$ cat config.mk
export PLATFORM = sky130hd
export DESIGN_NAME = vlc_packer_top
export DESIGN_NICKNAME = d
export VERILOG_FILES = /design/src/hdl/vlc_pkg.sv /design/src/hdl/bit_stuffer.sv /design/src/hdl/word_fifo.sv /design/src/hdl/apb_readout.sv /design/src/hdl/vlc_packer_top.sv
export SDC_FILE = /design/constraint.sdc
export NUM_CORES = 1
export LEC_CHECK = 0
export BUFFER_PORTS_ARGS = -buffer_cell sky130_fd_sc_hd__buf_4
export CORE_UTILIZATION = 40
export DETAILED_ROUTE_END_ITERATION = 10
export PLACE_DENSITY_LB_ADDON = 0.12
export SYNTH_ARGS = -nofsm -noshare
export SYNTH_HDL_FRONTEND = slang
export SYNTH_SLANG_ARGS = --single-unit
$ cat constraint.sdc
create_clock -name xclk -period 5.45 [get_ports xclk]
set_input_delay 0 -clock xclk [delete_from_list [all_inputs] [get_ports xclk]]
set_output_delay 0 -clock xclk [all_outputs]
set_load 0.02 [all_outputs]
$ cat src/hdl/vlc_pkg.sv
// ----------------------------------------------------------------------
// vlc packer shared definitions: symbol word layout, commands, apb map
// ----------------------------------------------------------------------
package vlc_pkg;

    localparam int sym_w   = 32;                // symbol and output word width
    localparam int len_w   = 5;                 // code length field
    localparam int code_w  = 27;                // msb aligned code field
    localparam int cmd_w   = 3;                 // control command field
    localparam int rsvd_w  = sym_w - len_w - cmd_w;
    localparam int bytes_w = 3;                 // byte count 0..4
    localparam int level_w = 8;                 // fifo fill level
    localparam int addr_w  = 4;                 // apb address

    typedef struct packed {
        logic [len_w-1:0]  len;                 // 1..27
        logic [code_w-1:0] code;                // bits below len are don't care
    } sym_code_t;

    typedef struct packed {
        logic [len_w-1:0]  len;                 // zero marks a control word
        logic [cmd_w-1:0]  cmd;
        logic [rsvd_w-1:0] rsvd;
    } sym_ctrl_t;

    // one input word, two views selected by the length field
    typedef union packed {
        sym_code_t code;
        sym_ctrl_t ctrl;
    } sym_word_u;

    localparam logic [cmd_w-1:0] cmd_flush = 3'd1; // close block, other codes ignored

    localparam logic [addr_w-1:0] reg_status = 4'h0; // level, overflow, empty
    localparam logic [addr_w-1:0] reg_info   = 4'h4; // head byte count and last flag
    localparam logic [addr_w-1:0] reg_data   = 4'h8; // head word, read pops

    localparam int st_ovf_bit   = 8;            // sticky, write 1 to clear
    localparam int st_empty_bit = 9;

endpackage

$ cat src/hdl/bit_stuffer.sv
// ----------------------------------------------------------------------
// bit stuffer: packs msb aligned codes of 1..27 bits into 32-bit words
// ----------------------------------------------------------------------
module bit_stuffer (
    input  logic                        xclk,
    input  logic                        rst,
    input  vlc_pkg::sym_word_u          sym,       // code or control word
    input  logic                        sym_valid,
    output logic [vlc_pkg::sym_w-1:0]   wdata,
    output logic [vlc_pkg::bytes_w-1:0] wbytes,    // 4 for full words
    output logic                        wlast,     // set on the flush word
    output logic                        wvalid     // single cycle push
);
    import vlc_pkg::*;

    localparam int pos_w = $clog2(sym_w);          // bit position in the word
    localparam int d1_w  = code_w + 24;            // after byte shift
    localparam int d2_w  = d1_w + 6;               // after 2-bit shift
    localparam int d3_w  = d2_w + 1;               // after 1-bit shift
    localparam int lo_w  = d3_w - sym_w;           // spill into the next word

    logic [code_w-1:0] code_mask;
    logic [code_w-1:0] code_in;
    logic              take_code;
    logic              take_flush;
    logic [pos_w:0]    pos_sum;
    logic [pos_w-1:0]  pos;                        // running position mod 32

    logic              v1;
    logic              f1;
    logic              c1;
    logic [pos_w-1:0]  s1;
    logic [d1_w-1:0]   data1;

    logic              v2;
    logic              f2;
    logic              c2;
    logic [pos_w-1:0]  s2;
    logic [d2_w-1:0]   data2;
    logic [sym_w-1:0]  mask2;

    logic [d3_w-1:0]   data3;
    logic [sym_w-1:0]  merged;
    logic [sym_w-1:0]  hold;                       // partial word, zero past pos
    logic [pos_w:0]    flush_bits;

    assign take_code  = sym_valid && (sym.code.len != '0);
    assign take_flush = sym_valid && (sym.ctrl.len == '0) && (sym.ctrl.cmd == cmd_flush);

    // keep only the top len bits so the residue pads with zeros
    assign code_mask = ~({code_w{1'b1}} >> sym.code.len);
    assign code_in   = sym.code.code & code_mask;
    assign pos_sum   = {1'b0, pos} + (pos_w + 1)'(sym.code.len); // msb is word carry

    always_ff @(posedge xclk) begin
        if (rst) begin
            pos <= '0;
            v1  <= 1'b0;
            f1  <= 1'b0;
            c1  <= 1'b0;
            v2  <= 1'b0;
            f2  <= 1'b0;
            c2  <= 1'b0;
        end else begin
            if (take_flush) begin
                pos <= '0;                         // next block starts at bit 0
            end else if (take_code) begin
                pos <= pos_sum[pos_w-1:0];
            end
            v1 <= take_code;
            f1 <= take_flush;
            c1 <= take_code && pos_sum[pos_w];
            v2 <= v1;
            f2 <= f1;
            c2 <= c1;
        end
    end

    // stage 1 byte shift, stage 2 two-bit shift and fill mask
    always_ff @(posedge xclk) begin
        s1    <= pos;                              // start position of this symbol
        data1 <= {code_in, 24'b0} >> (8 * pos[pos_w-1:3]);
        s2    <= s1;
        data2 <= {data1, 6'b0} >> (2 * s1[2:1]);
        mask2 <= {sym_w{1'b1}} >> s1;              // ones from start position on
    end

    // stage 3 one-bit shift, merged straight into the hold register
    assign data3      = {data2, 1'b0} >> s2[0];
    assign merged     = (hold & ~mask2) | (data3[d3_w-1 -: sym_w] & mask2);
    assign flush_bits = {1'b0, s2} + (pos_w + 1)'(7); // round bits up to bytes

    always_ff @(posedge xclk) begin
        if (rst) begin
            hold   <= '0;
            wvalid <= 1'b0;
            wbytes <= '0;
            wlast  <= 1'b0;
        end else begin
            wvalid <= (v2 && c2) || f2;
            if (f2) begin
                hold   <= '0;
                wbytes <= flush_bits[pos_w:3];     // 0 means end marker
                wlast  <= 1'b1;
            end else if (v2) begin
                if (c2) begin
                    hold <= {data3[lo_w-1:0], {(sym_w - lo_w){1'b0}}}; // carry spill
                end else begin
                    hold <= merged;
                end
                wbytes <= bytes_w'(4);
                wlast  <= 1'b0;
            end
        end
    end

    always_ff @(posedge xclk) begin
        if (f2) begin
            wdata <= hold;                         // residue, already zero padded
        end else if (v2 && c2) begin
            wdata <= merged;                       // word completed by this code
        end
    end

endmodule

$ cat src/hdl/word_fifo.sv
// ----------------------------------------------------------------------
// word fifo: packed words with byte count and last flag, drops on full
// ----------------------------------------------------------------------
module word_fifo #(
    parameter int FIFO_DEPTH = 16
) (
    input  logic                        xclk,
    input  logic                        rst,
    input  logic [vlc_pkg::sym_w-1:0]   wdata,
    input  logic [vlc_pkg::bytes_w-1:0] wbytes,
    input  logic                        wlast,
    input  logic                        wvalid,
    output logic [vlc_pkg::sym_w-1:0]   rdata,     // head entry
    output logic [vlc_pkg::bytes_w-1:0] rbytes,
    output logic                        rlast,
    input  logic                        pop,
    output logic [vlc_pkg::level_w-1:0] level,
    output logic                        empty,
    output logic                        overflow   // one cycle per dropped word
);
    import vlc_pkg::*;

    localparam int ptr_w = (FIFO_DEPTH > 1) ? $clog2(FIFO_DEPTH) : 1;
    localparam int ent_w = 1 + bytes_w + sym_w;

    logic [ent_w-1:0]   mem [FIFO_DEPTH];
    logic [ptr_w-1:0]   wr_ptr;
    logic [ptr_w-1:0]   rd_ptr;
    logic [level_w-1:0] count;
    logic               full;
    logic               do_push;
    logic               do_pop;

    function automatic logic [ptr_w-1:0] ptr_inc(input logic [ptr_w-1:0] p);
        if (p == ptr_w'(FIFO_DEPTH - 1)) begin
            return '0;                             // wrap for any depth
        end
        return p + 1'b1;
    endfunction

    assign full    = (count == level_w'(FIFO_DEPTH));
    assign empty   = (count == '0);
    assign do_pop  = pop && !empty;
    assign do_push = wvalid && (!full || do_pop);  // a pop frees the slot this cycle
    assign level   = count;

    assign {rlast, rbytes, rdata} = mem[rd_ptr];

    always_ff @(posedge xclk) begin
        if (do_push) begin
            mem[wr_ptr] <= {wlast, wbytes, wdata};
        end
    end

    always_ff @(posedge xclk) begin
        if (rst) begin
            wr_ptr   <= '0;
            rd_ptr   <= '0;
            count    <= '0;
            overflow <= 1'b0;
        end else begin
            overflow <= wvalid && !do_push;
            if (do_push) begin
                wr_ptr <= ptr_inc(wr_ptr);
            end
            if (do_pop) begin
                rd_ptr <= ptr_inc(rd_ptr);
            end
            case ({do_push, do_pop})
                2'b10:   count <= count + 1'b1;
                2'b01:   count <= count - 1'b1;
                default: count <= count;           // both or neither
            endcase
        end
    end

endmodule

$ cat src/hdl/apb_readout.sv
// ----------------------------------------------------------------------
// apb readout: fifo status, head entry info and popping word reads
// ----------------------------------------------------------------------
module apb_readout #(
    parameter int FIFO_DEPTH = 16
) (
    input  logic                        xclk,
    input  logic                        rst,
    input  logic [vlc_pkg::addr_w-1:0]  paddr,
    input  logic                        psel,
    input  logic                        penable,
    input  logic                        pwrite,
    input  logic [vlc_pkg::sym_w-1:0]   pwdata,
    output logic [vlc_pkg::sym_w-1:0]   prdata,
    output logic                        pready,
    output logic                        pslverr,
    input  logic [vlc_pkg::sym_w-1:0]   rdata,
    input  logic [vlc_pkg::bytes_w-1:0] rbytes,
    input  logic                        rlast,
    input  logic [vlc_pkg::level_w-1:0] level,
    input  logic                        empty,
    input  logic                        overflow,
    output logic                        pop
);
    import vlc_pkg::*;

    logic access;
    logic rd_sel;
    logic hit_status;
    logic hit_info;
    logic hit_data;
    logic ovf_flag;                                // sticky overflow

    // level field is 8 bits wide
    if (FIFO_DEPTH < 2 || FIFO_DEPTH > 128) begin : g_depth_range
        $error("FIFO_DEPTH must be within 2..128");
    end

    assign access     = psel && penable;
    assign rd_sel     = psel && !pwrite;
    assign hit_status = (paddr == reg_status);
    assign hit_info   = (paddr == reg_info);
    assign hit_data   = (paddr == reg_data);

    assign pready  = 1'b1;                         // no wait states
    assign pop     = access && !pwrite && hit_data && !empty;
    assign pslverr = access && (!(hit_status || hit_info || hit_data)
                                || (hit_data && !pwrite && empty)
                                || (pwrite && !hit_status));

    always_ff @(posedge xclk) begin
        if (rst) begin
            ovf_flag <= 1'b0;
        end else if (overflow) begin
            ovf_flag <= 1'b1;                      // a new drop wins over a clear
        end else if (access && pwrite && hit_status && pwdata[st_ovf_bit]) begin
            ovf_flag <= 1'b0;
        end
    end

    always_comb begin
        prdata = '0;
        if (rd_sel) begin
            case (paddr)
                reg_status: begin
                    prdata[level_w-1:0]  = level;
                    prdata[st_ovf_bit]   = ovf_flag;
                    prdata[st_empty_bit] = empty;
                end
                reg_info: prdata[bytes_w:0] = {rlast, rbytes}; // no side effect
                reg_data: prdata = rdata;
                default:  prdata = '0;
            endcase
        end
    end

endmodule

$ cat src/hdl/vlc_packer_top.sv
// ----------------------------------------------------------------------
// vlc packer top: bit stuffer into word fifo, read out over apb
// ----------------------------------------------------------------------
module vlc_packer_top #(
    parameter int FIFO_DEPTH = 16
) (
    input  logic                       xclk,
    input  logic                       rst,
    input  vlc_pkg::sym_word_u         sym,
    input  logic                       sym_valid,
    input  logic [vlc_pkg::addr_w-1:0] paddr,
    input  logic                       psel,
    input  logic                       penable,
    input  logic                       pwrite,
    input  logic [vlc_pkg::sym_w-1:0]  pwdata,
    output logic [vlc_pkg::sym_w-1:0]  prdata,
    output logic                       pready,
    output logic                       pslverr
);
    import vlc_pkg::*;

    logic [sym_w-1:0]   wdata;                     // stuffer push side
    logic [bytes_w-1:0] wbytes;
    logic               wlast;
    logic               wvalid;
    logic [sym_w-1:0]   rdata;                     // fifo head
    logic [bytes_w-1:0] rbytes;
    logic               rlast;
    logic               pop;
    logic [level_w-1:0] level;
    logic               empty;
    logic               overflow;

    bit_stuffer bit_stuffer_inst (
        .xclk      (xclk),
        .rst       (rst),
        .sym       (sym),
        .sym_valid (sym_valid),
        .wdata     (wdata),
        .wbytes    (wbytes),
        .wlast     (wlast),
        .wvalid    (wvalid)
    );

    word_fifo #(
        .FIFO_DEPTH (FIFO_DEPTH)
    ) word_fifo_inst (
        .xclk     (xclk),
        .rst      (rst),
        .wdata    (wdata),
        .wbytes   (wbytes),
        .wlast    (wlast),
        .wvalid   (wvalid),
        .rdata    (rdata),
        .rbytes   (rbytes),
        .rlast    (rlast),
        .pop      (pop),
        .level    (level),
        .empty    (empty),
        .overflow (overflow)
    );

    apb_readout #(
        .FIFO_DEPTH (FIFO_DEPTH)
    ) apb_readout_inst (
        .xclk     (xclk),
        .rst      (rst),
        .paddr    (paddr),
        .psel     (psel),
        .penable  (penable),
        .pwrite   (pwrite),
        .pwdata   (pwdata),
        .prdata   (prdata),
        .pready   (pready),
        .pslverr  (pslverr),
        .rdata    (rdata),
        .rbytes   (rbytes),
        .rlast    (rlast),
        .level    (level),
        .empty    (empty),
        .overflow (overflow),
        .pop      (pop)
    );

endmodule

### Yosys cells after proc, flatten, opt, wreduce, memory -nomap -nowiden

Memories as Yosys holds them, arrays and structs flattened. A register that Yosys moved wholly into a read port is not among the register bits.
Cells that the tools add are included.

| storage, ports and cells | value |
|---|---|
| register bits after elaboration | 248 |
| output and inout bits | 34 |
| memories kept | 1 |
| memory bits (writable) | 576 |

Memories:

| name | depth | width | rd ports | clocked after memory_dff | write ports | RTL line | source |
|---|---|---|---|---|---|---|---|
| word_fifo_inst.mem | 16 | 36 | 1 | 1 | 1 | word_fifo.sv:26 | `logic [ent_w-1:0] mem [FIFO_DEPTH];` |

| cells by class | value |
|---|---|
| reductions and logical operators | 42 |
| mux-type cells | 28 |
| shift-type cells | 5 |
| add/sub/neg operators | 6 |
| bitwise operators | 6 |
| equality and inequality tests | 8 |

Operators by type and width:

| cell | number |
|---|---|
| 2-to-1 mux 32 bit | 4 |
| AND 32 bit | 2 |
| >> shifter 58 x 1 -> 58 bit | 1 |
| >> shifter 57 x 3 -> 57 bit | 1 |
| >> shifter 51 x 5 -> 51 bit | 1 |
| NOT 32 bit | 1 |
| OR 32 bit | 1 |
| >> shifter 32 x 5 -> 32 bit, first input constant | 1 |
| AND 27 bit | 1 |
| NOT 27 bit | 1 |
| >> shifter 27 x 5 -> 27 bit, first input constant | 1 |
| 2-to-1 mux 4 bit | 6 |
| 2-to-1 mux 22 bit | 1 |
| logical AND 1 bit | 20 |
| one-hot mux 8 bit (2 select lines) | 1 |
| equality test 4 bit, second input constant | 3 |
| 2-to-1 mux 1 bit | 12 |
| one-hot mux 4 bit (3 select lines) | 1 |
| one-hot mux 6 bit (2 select lines) | 1 |
| adder 4 x 1 -> 4 bit, second input constant | 2 |
| adder 8 x 1 -> 8 bit, second input constant | 1 |
| equality test 8 x 5 -> 1 bit, second input constant | 1 |
| zero test 8 bit | 1 |
| nonzero test 2 bit | 4 |
| other kinds (14) | 26 |

### Depth between registers and ports, before layout

| logic depth | value |
|---|---|
| depth in word-level cells | 10 |
| mapped depth | 16 |
| depth with buffers taken out | 12 |

### Modules after synthesis

Synthesis repeated with hierarchy kept, for this count alone.

| second synthesis, totals | value |
|---|---|
| cells, all modules | 1877 |
| area, all modules | 32849.0 sq um |

By module, submodules not included:

| module | area an instance (sq um) | cells an instance | sequential area each (sq um) | times used |
|---|---|---|---|---|
| word_fifo | 22865.7 | 951 | 17717.0 | 1 |
| bit_stuffer | 9486.6 | 852 | 4904.7 | 1 |
| apb_readout | 496.7 | 74 | 20.0 | 1 |

### Worst setup path after synthesis

OpenSTA, ideal clock, no wires.

| timing | value |
|---|---|
| kind | input to register |
| start point | input port paddr[2] (netlist name) |
| end point | memory word_fifo_inst.mem[0][0] (netlist name), enable pin |
| data arrival time | 3.780 ns |
| stages on the path | 7 |
| data required time | 4.976 ns |
| slack | 1.195 ns |
| buffers on the path | 2 |
| cells stage by stage | clkbuf_1 or4b_1 nor3_2 o21a_1 buf_6 nand2_1 nor3_1 |

| on the way | value |
|---|---|
| word-level cells in the longest chain between the ends | 8 |

RTL lines:

| what | RTL line | source |
|---|---|---|
| start: declaration | vlc_packer_top.sv:11 | `input logic [vlc_pkg::addr_w-1:0] paddr,` |
| equality test 4 bit | apb_readout.sv:43 | `assign hit_data = (paddr == reg_data);` |
| logical AND 1 bit (2 in a row) | apb_readout.sv:46 | `assign pop = access && !pwrite && hit_data && !empty;` |
| logical AND 1 bit | word_fifo.sv:43 | `assign do_pop = pop && !empty;` |
| logical OR 1 bit | word_fifo.sv:44 | `assign do_push = wvalid && (!full \|\| do_pop);` |
| logical AND 1 bit | word_fifo.sv:44 |  |
| 2-to-1 mux 1 bit | word_fifo.sv:50 | `if (do_push) begin` |
| 2-to-1 mux 1 bit (implied by the code) | word_fifo.sv:51 | `mem[wr_ptr] <= {wlast, wbytes, wdata};` |
| end: declaration | word_fifo.sv:26 |  |

Every way passes these cells.

### Worst setup path after layout

| timing | value |
|---|---|
| start point | register word_fifo_inst.count[3] (netlist: word_fifo_inst.level[3]) |
| end point | register word_fifo_inst.count[4] (netlist: word_fifo_inst.level[4]) |

| on the way | value |
|---|---|
| word-level cells in the longest chain between the ends | 8 |
| elaborated cells between the ends (all ways) | 14 |
| those cells by class | add/sub: 2; eq/ne: 3; mux: 1; reduce/logical: 8 |

RTL lines:

| what | RTL line | source |
|---|---|---|
| start: declaration | word_fifo.sv:29 | `logic [level_w-1:0] count;` |
| start signal: assignment | word_fifo.sv:70 | `2'b10: count <= count + 1'b1;` |
| start signal: assignment | word_fifo.sv:71 | `2'b01: count <= count - 1'b1;` |
| start signal: assignment | word_fifo.sv:72 | `default: count <= count;` |
| zero test 8 bit | word_fifo.sv:42 | `assign empty = (count == '0);` |
| zero test 1 bit | word_fifo.sv:43, apb_readout.sv:46 |  |
| logical AND 1 bit | apb_readout.sv:46 |  |
| logical AND 1 bit | word_fifo.sv:43 |  |
| logical OR 1 bit | word_fifo.sv:44 |  |
| logical AND 1 bit | word_fifo.sv:44 |  |
| equality test 2 x 1 -> 1 bit or equality test 2 bit (tied branches) | word_fifo.sv:69 | `case ({do_push, do_pop})` |
| one-hot mux 8 bit (2 select lines) or nonzero test 2 bit (tied branches) | -- |  |

Several ways; a longest one is shown, not always the timed one.
A chain may end at the register's enable or synchronous reset.

==> out/metrics.yaml <==
critical_path:
  reg2regPathDepth: 12
  startpoint: "word_fifo_inst.level[3]$_SDFFE_PP0P_"
  end_kind: "flip-flop"
  critical_path.top_delay_family: "simple AND/OR/NAND/NOR gates"
  critPathKind: "reg2reg"
  crit_top_cell: "ha_1"
  path_max_fanout: 19
  cp_data_required_time_ns: 5.98
  r2r_start: "word_fifo_inst.level[3]$_SDFFE_PP0P_"
  cp-start-kind: "flip-flop"
  critPathMaxStageDelay_ns: 0.56
  critical_path.cell_chain: "or4_4 -> or3_4 -> o21a_1 -> inv_1 -> ha_1 -> xor2_1 -> ha_1 -> a21boi_0 -> o22a_1 -> nand3_1 -> a21oi_1 -> mux2_2"
  critPathSlowestCell: "or4_4"
  critPathCapture: "word_fifo_inst.level[4]$_SDFFE_PP0P_"
  rr_endpoint: "word_fifo_inst.level[4]$_SDFFE_PP0P_"
  ff2ff_setup_slack_ns: 1.58
  crit_cells: 12
  critical_path_buf_inv_count: 1
  arrival_ns: 4.39
yosys:
  synth_area_leaders: "edfxtp_1, mux4_2, dfxtp_1"
  synth_cells: 2008
  async_reset_ff_share_pct: 0
  synth_top_area_share_pct: 55.2
  synth_area_leader_cell: "edfxtp_1"
  yosysSeqAreaShare_pct: 68.4
  yosysWarnings: 0
  synth_seq_cells: 827
  yosysMostFrequentCell: "edfxtp_1"
  synth.net_count: 2096
  ys_types: 75
  synth_area_sq_mm: 0.0331
  synth_area_per_cell_sq_um: 16.5
  synth_edf_count: 608
  synth_common_cells: "edfxtp_1, dfxtp_1, mux4_2"
  synthFlopType: "edfxtp_1"
worst_hold_path:
  hold_class: "in2reg"
  holdPathStages: 6
detailed_routing:
  drc: 0
  firstDrtPassIters: 5
  drt_iter0_drc: 1422
  viasPerCell: 5.44
  via_count: 17800
  post_drt_wl_per_cell_microns: 23.8
  wl_microns: 78000
  antenna_left: 0
layout:
  fill_cells: 7066
  nets: 2221
  utilization_pct: 46.7
  fin_cells: 3279
  drive_above_1_share_pct: 23.0
  area_growth_pct: 15.8
  antenna_cells: 0
timing:
  setup_slack_ns: 1.58
  fin_crit_ns: 3.87
  slew_violations: 0
  rsz0062_at_grt: "false"
  post-route-period-util_pct: 71.0
  max_freq_ghz: 0.259
  clock_skew_ns: 0.0172
  fin_tns_setup_ns: 0
  worst_slew_pin_slew_ns: 1.17
  setup_viol: 0
  hold_viol: 0
  relSlewSlack_pct: 22.1
cts:
  clk_pin_slew_ns: 0.06
  cts_made_buffers: 90
  cts_tree: "done"
  clk_path_buf_depth: 3
  cts_sinks: 827
  post_cts_buffers: 0
  worstSkewPairLatency_ns: 0.64
  htree_num_levels: 3
  ctsRootBufferMaster: "clkbuf_16"
floorplan:
  die_w_microns: 290
  die_h_microns: 290
  dieArea_sq_mm: 0.0839
  io_pins: 108
  coreArea_sq_mm: 0.0820
  rows: 105
  start_util_pct: 40.4
flow_run:
  cap_violations: 0
grt:
  overflow: 0
  antenna_found_initial: 4
  grt_pass1_wl_microns: 116000
  grt_max_degree: 55
  globalRouteTotalUtil_pct: 18.8
  grt_pass1_vias: 18300
place:
  place_hpwl_microns: 47300
  portBuffers: 75
  dp_cells: 3054
  dp_slack_ns: 1.62
  gp_congestion: 0.780
status:
  outcome: "completed"
pwr:
  p_per_area_mw_per_mm2: 356
  vdd_drop_max_v: 0.000208
  p_total_mw: 13.6
  leakage_nw: 12.4
## cells in the final DEF (no fill, tap or decap), types with 9 or more instances in the layout
cell type	synthesis	layout
nor2_4	0	12
nand3_1	19	19
clkinv_1	2	16
nand2_1	123	123
clkbuf_1	80	21
nor2b_1	70	70
clkinv_2	0	11
o22ai_1	15	15
edfxtp_1	608	608
buf_4	15	111
nor2_1	97	85
mux2_2	20	20
inv_1	22	22
mux4_2	200	200
ha_1	13	13
nand2b_1	11	11
o21ai_0	84	84
a211oi_1	28	28
dlygate4sd3_1	0	57
mux2i_1	77	77
a21oi_1	56	56
a32o_1	9	9
clkbuf_16	0	93
nor3_1	20	16
and2_1	9	9
dfxtp_1	219	211
a211o_1	24	24
clkbuf_8	0	11
## where the power goes
part | internal (mW) | switching [mW] | total, mW
Sequential | 6.84 | 0.144 | 6.98
Clock | 3.53 | 2.45 | 5.98
Combinational | 0.297 | 0.363 | 0.660
## worst reg2reg max path, cell delays in order, from the launching register on
cell	delay, ns
dfxtp_1	0.43
or4_4	0.57
or3_4	0.37
o21a_1	0.30
inv_1	0.12
ha_1	0.55
xor2_1	0.20
ha_1	0.23
a21boi_0	0.21
o22a_1	0.19
nand3_1	0.09
a21oi_1	0.18
mux2_2	0.35
## registers in the layout, indices dropped and copies added (netlist names), 3 cells and up, named ones only
register	count
bit_stuffer_inst.data1	51
bit_stuffer_inst.data2	57
bit_stuffer_inst.hold	32
bit_stuffer_inst.mask2	31
bit_stuffer_inst.pos	5
bit_stuffer_inst.s1	5
bit_stuffer_inst.s2	5
bit_stuffer_inst.wbytes	3
bit_stuffer_inst.wdata	32
word_fifo_inst.level	8
word_fifo_inst.mem	576
word_fifo_inst.rd_ptr	4
word_fifo_inst.wr_ptr	4
## stage by stage
step                      hold slack [ns]  cell area, sq um
after detailed placement            0.277             34800
after global routing                0.120             38300
after floorplan                     0.120             33100
after global placement              0.271             34800
after CTS                          0.0547             38300
final                              0.0848             38300
## timing repair
item                                    in CTS  in global routing
hold buffers                                57                  0
hold endpoints to repair                    89                  0
endpoints found under the setup margin       0                  0
gates resized for setup                      0                  0
## logic make-up (layout without fill, tap and decap cells)
| family | after synthesis | count (layout) | synth area share, % |
|---|---|---|---|
| buffers and inverters | 161 | 362 | 2.18 |
| other | 1 | 1 | 0.0113 |
| and+or+nand+nor | 396 | 396 | 5.86 |
| muxes | 297 | 297 | 16.6 |
| xor gates and xnor gates | 10 | 10 | 0.265 |
| adders and majority gates | 18 | 18 | 0.673 |
| AOI/OAI and AO/OA | 298 | 298 | 5.98 |
| DFF | 827 | 827 | 68.4 |
## final cells by class
| class | instances | area (sq um) | area share, % |
|---|---|---|---|
| clock buffer | 126 | 2560 | 6.69 |
| tap | 1070 | 1340 | 3.49 |
| multi-input combinational | 1020 | 9850 | 25.7 |
| inverter | 24 | 90.1 | 0.235 |
| clock inverter | 42 | 375 | 0.979 |
| sequential | 827 | 22700 | 59.1 |
| timing repair buffer | 170 | 1440 | 3.77 |
## worst min path at each step
stage	end	start	slack, ns
floorplan	bit_stuffer_inst.data1[3]$_SDFF_PN0_	sym[3]	0.12
finish	flip-flop	pwrite	0.08
detailed placement	bit_stuffer_inst.data1[3]$_SDFF_PN0_	sym[3]	0.28
CTS	flip-flop	pwrite	0.05
global route	flip-flop	pwrite	0.12
global placement	bit_stuffer_inst.data1[3]$_SDFF_PN0_	sym[3]	0.27
## routing by layer
layer	vias up	GRT usage, %	share of wire, %
met5	-	0	0.010
li1	8147	-	-
met1	9218	25.0	44
met2	385	31.9	50
met4	2	5.65	2.2
met3	94	2.70	4.1
Note: power is estimated with default switching activity, not from simulation.
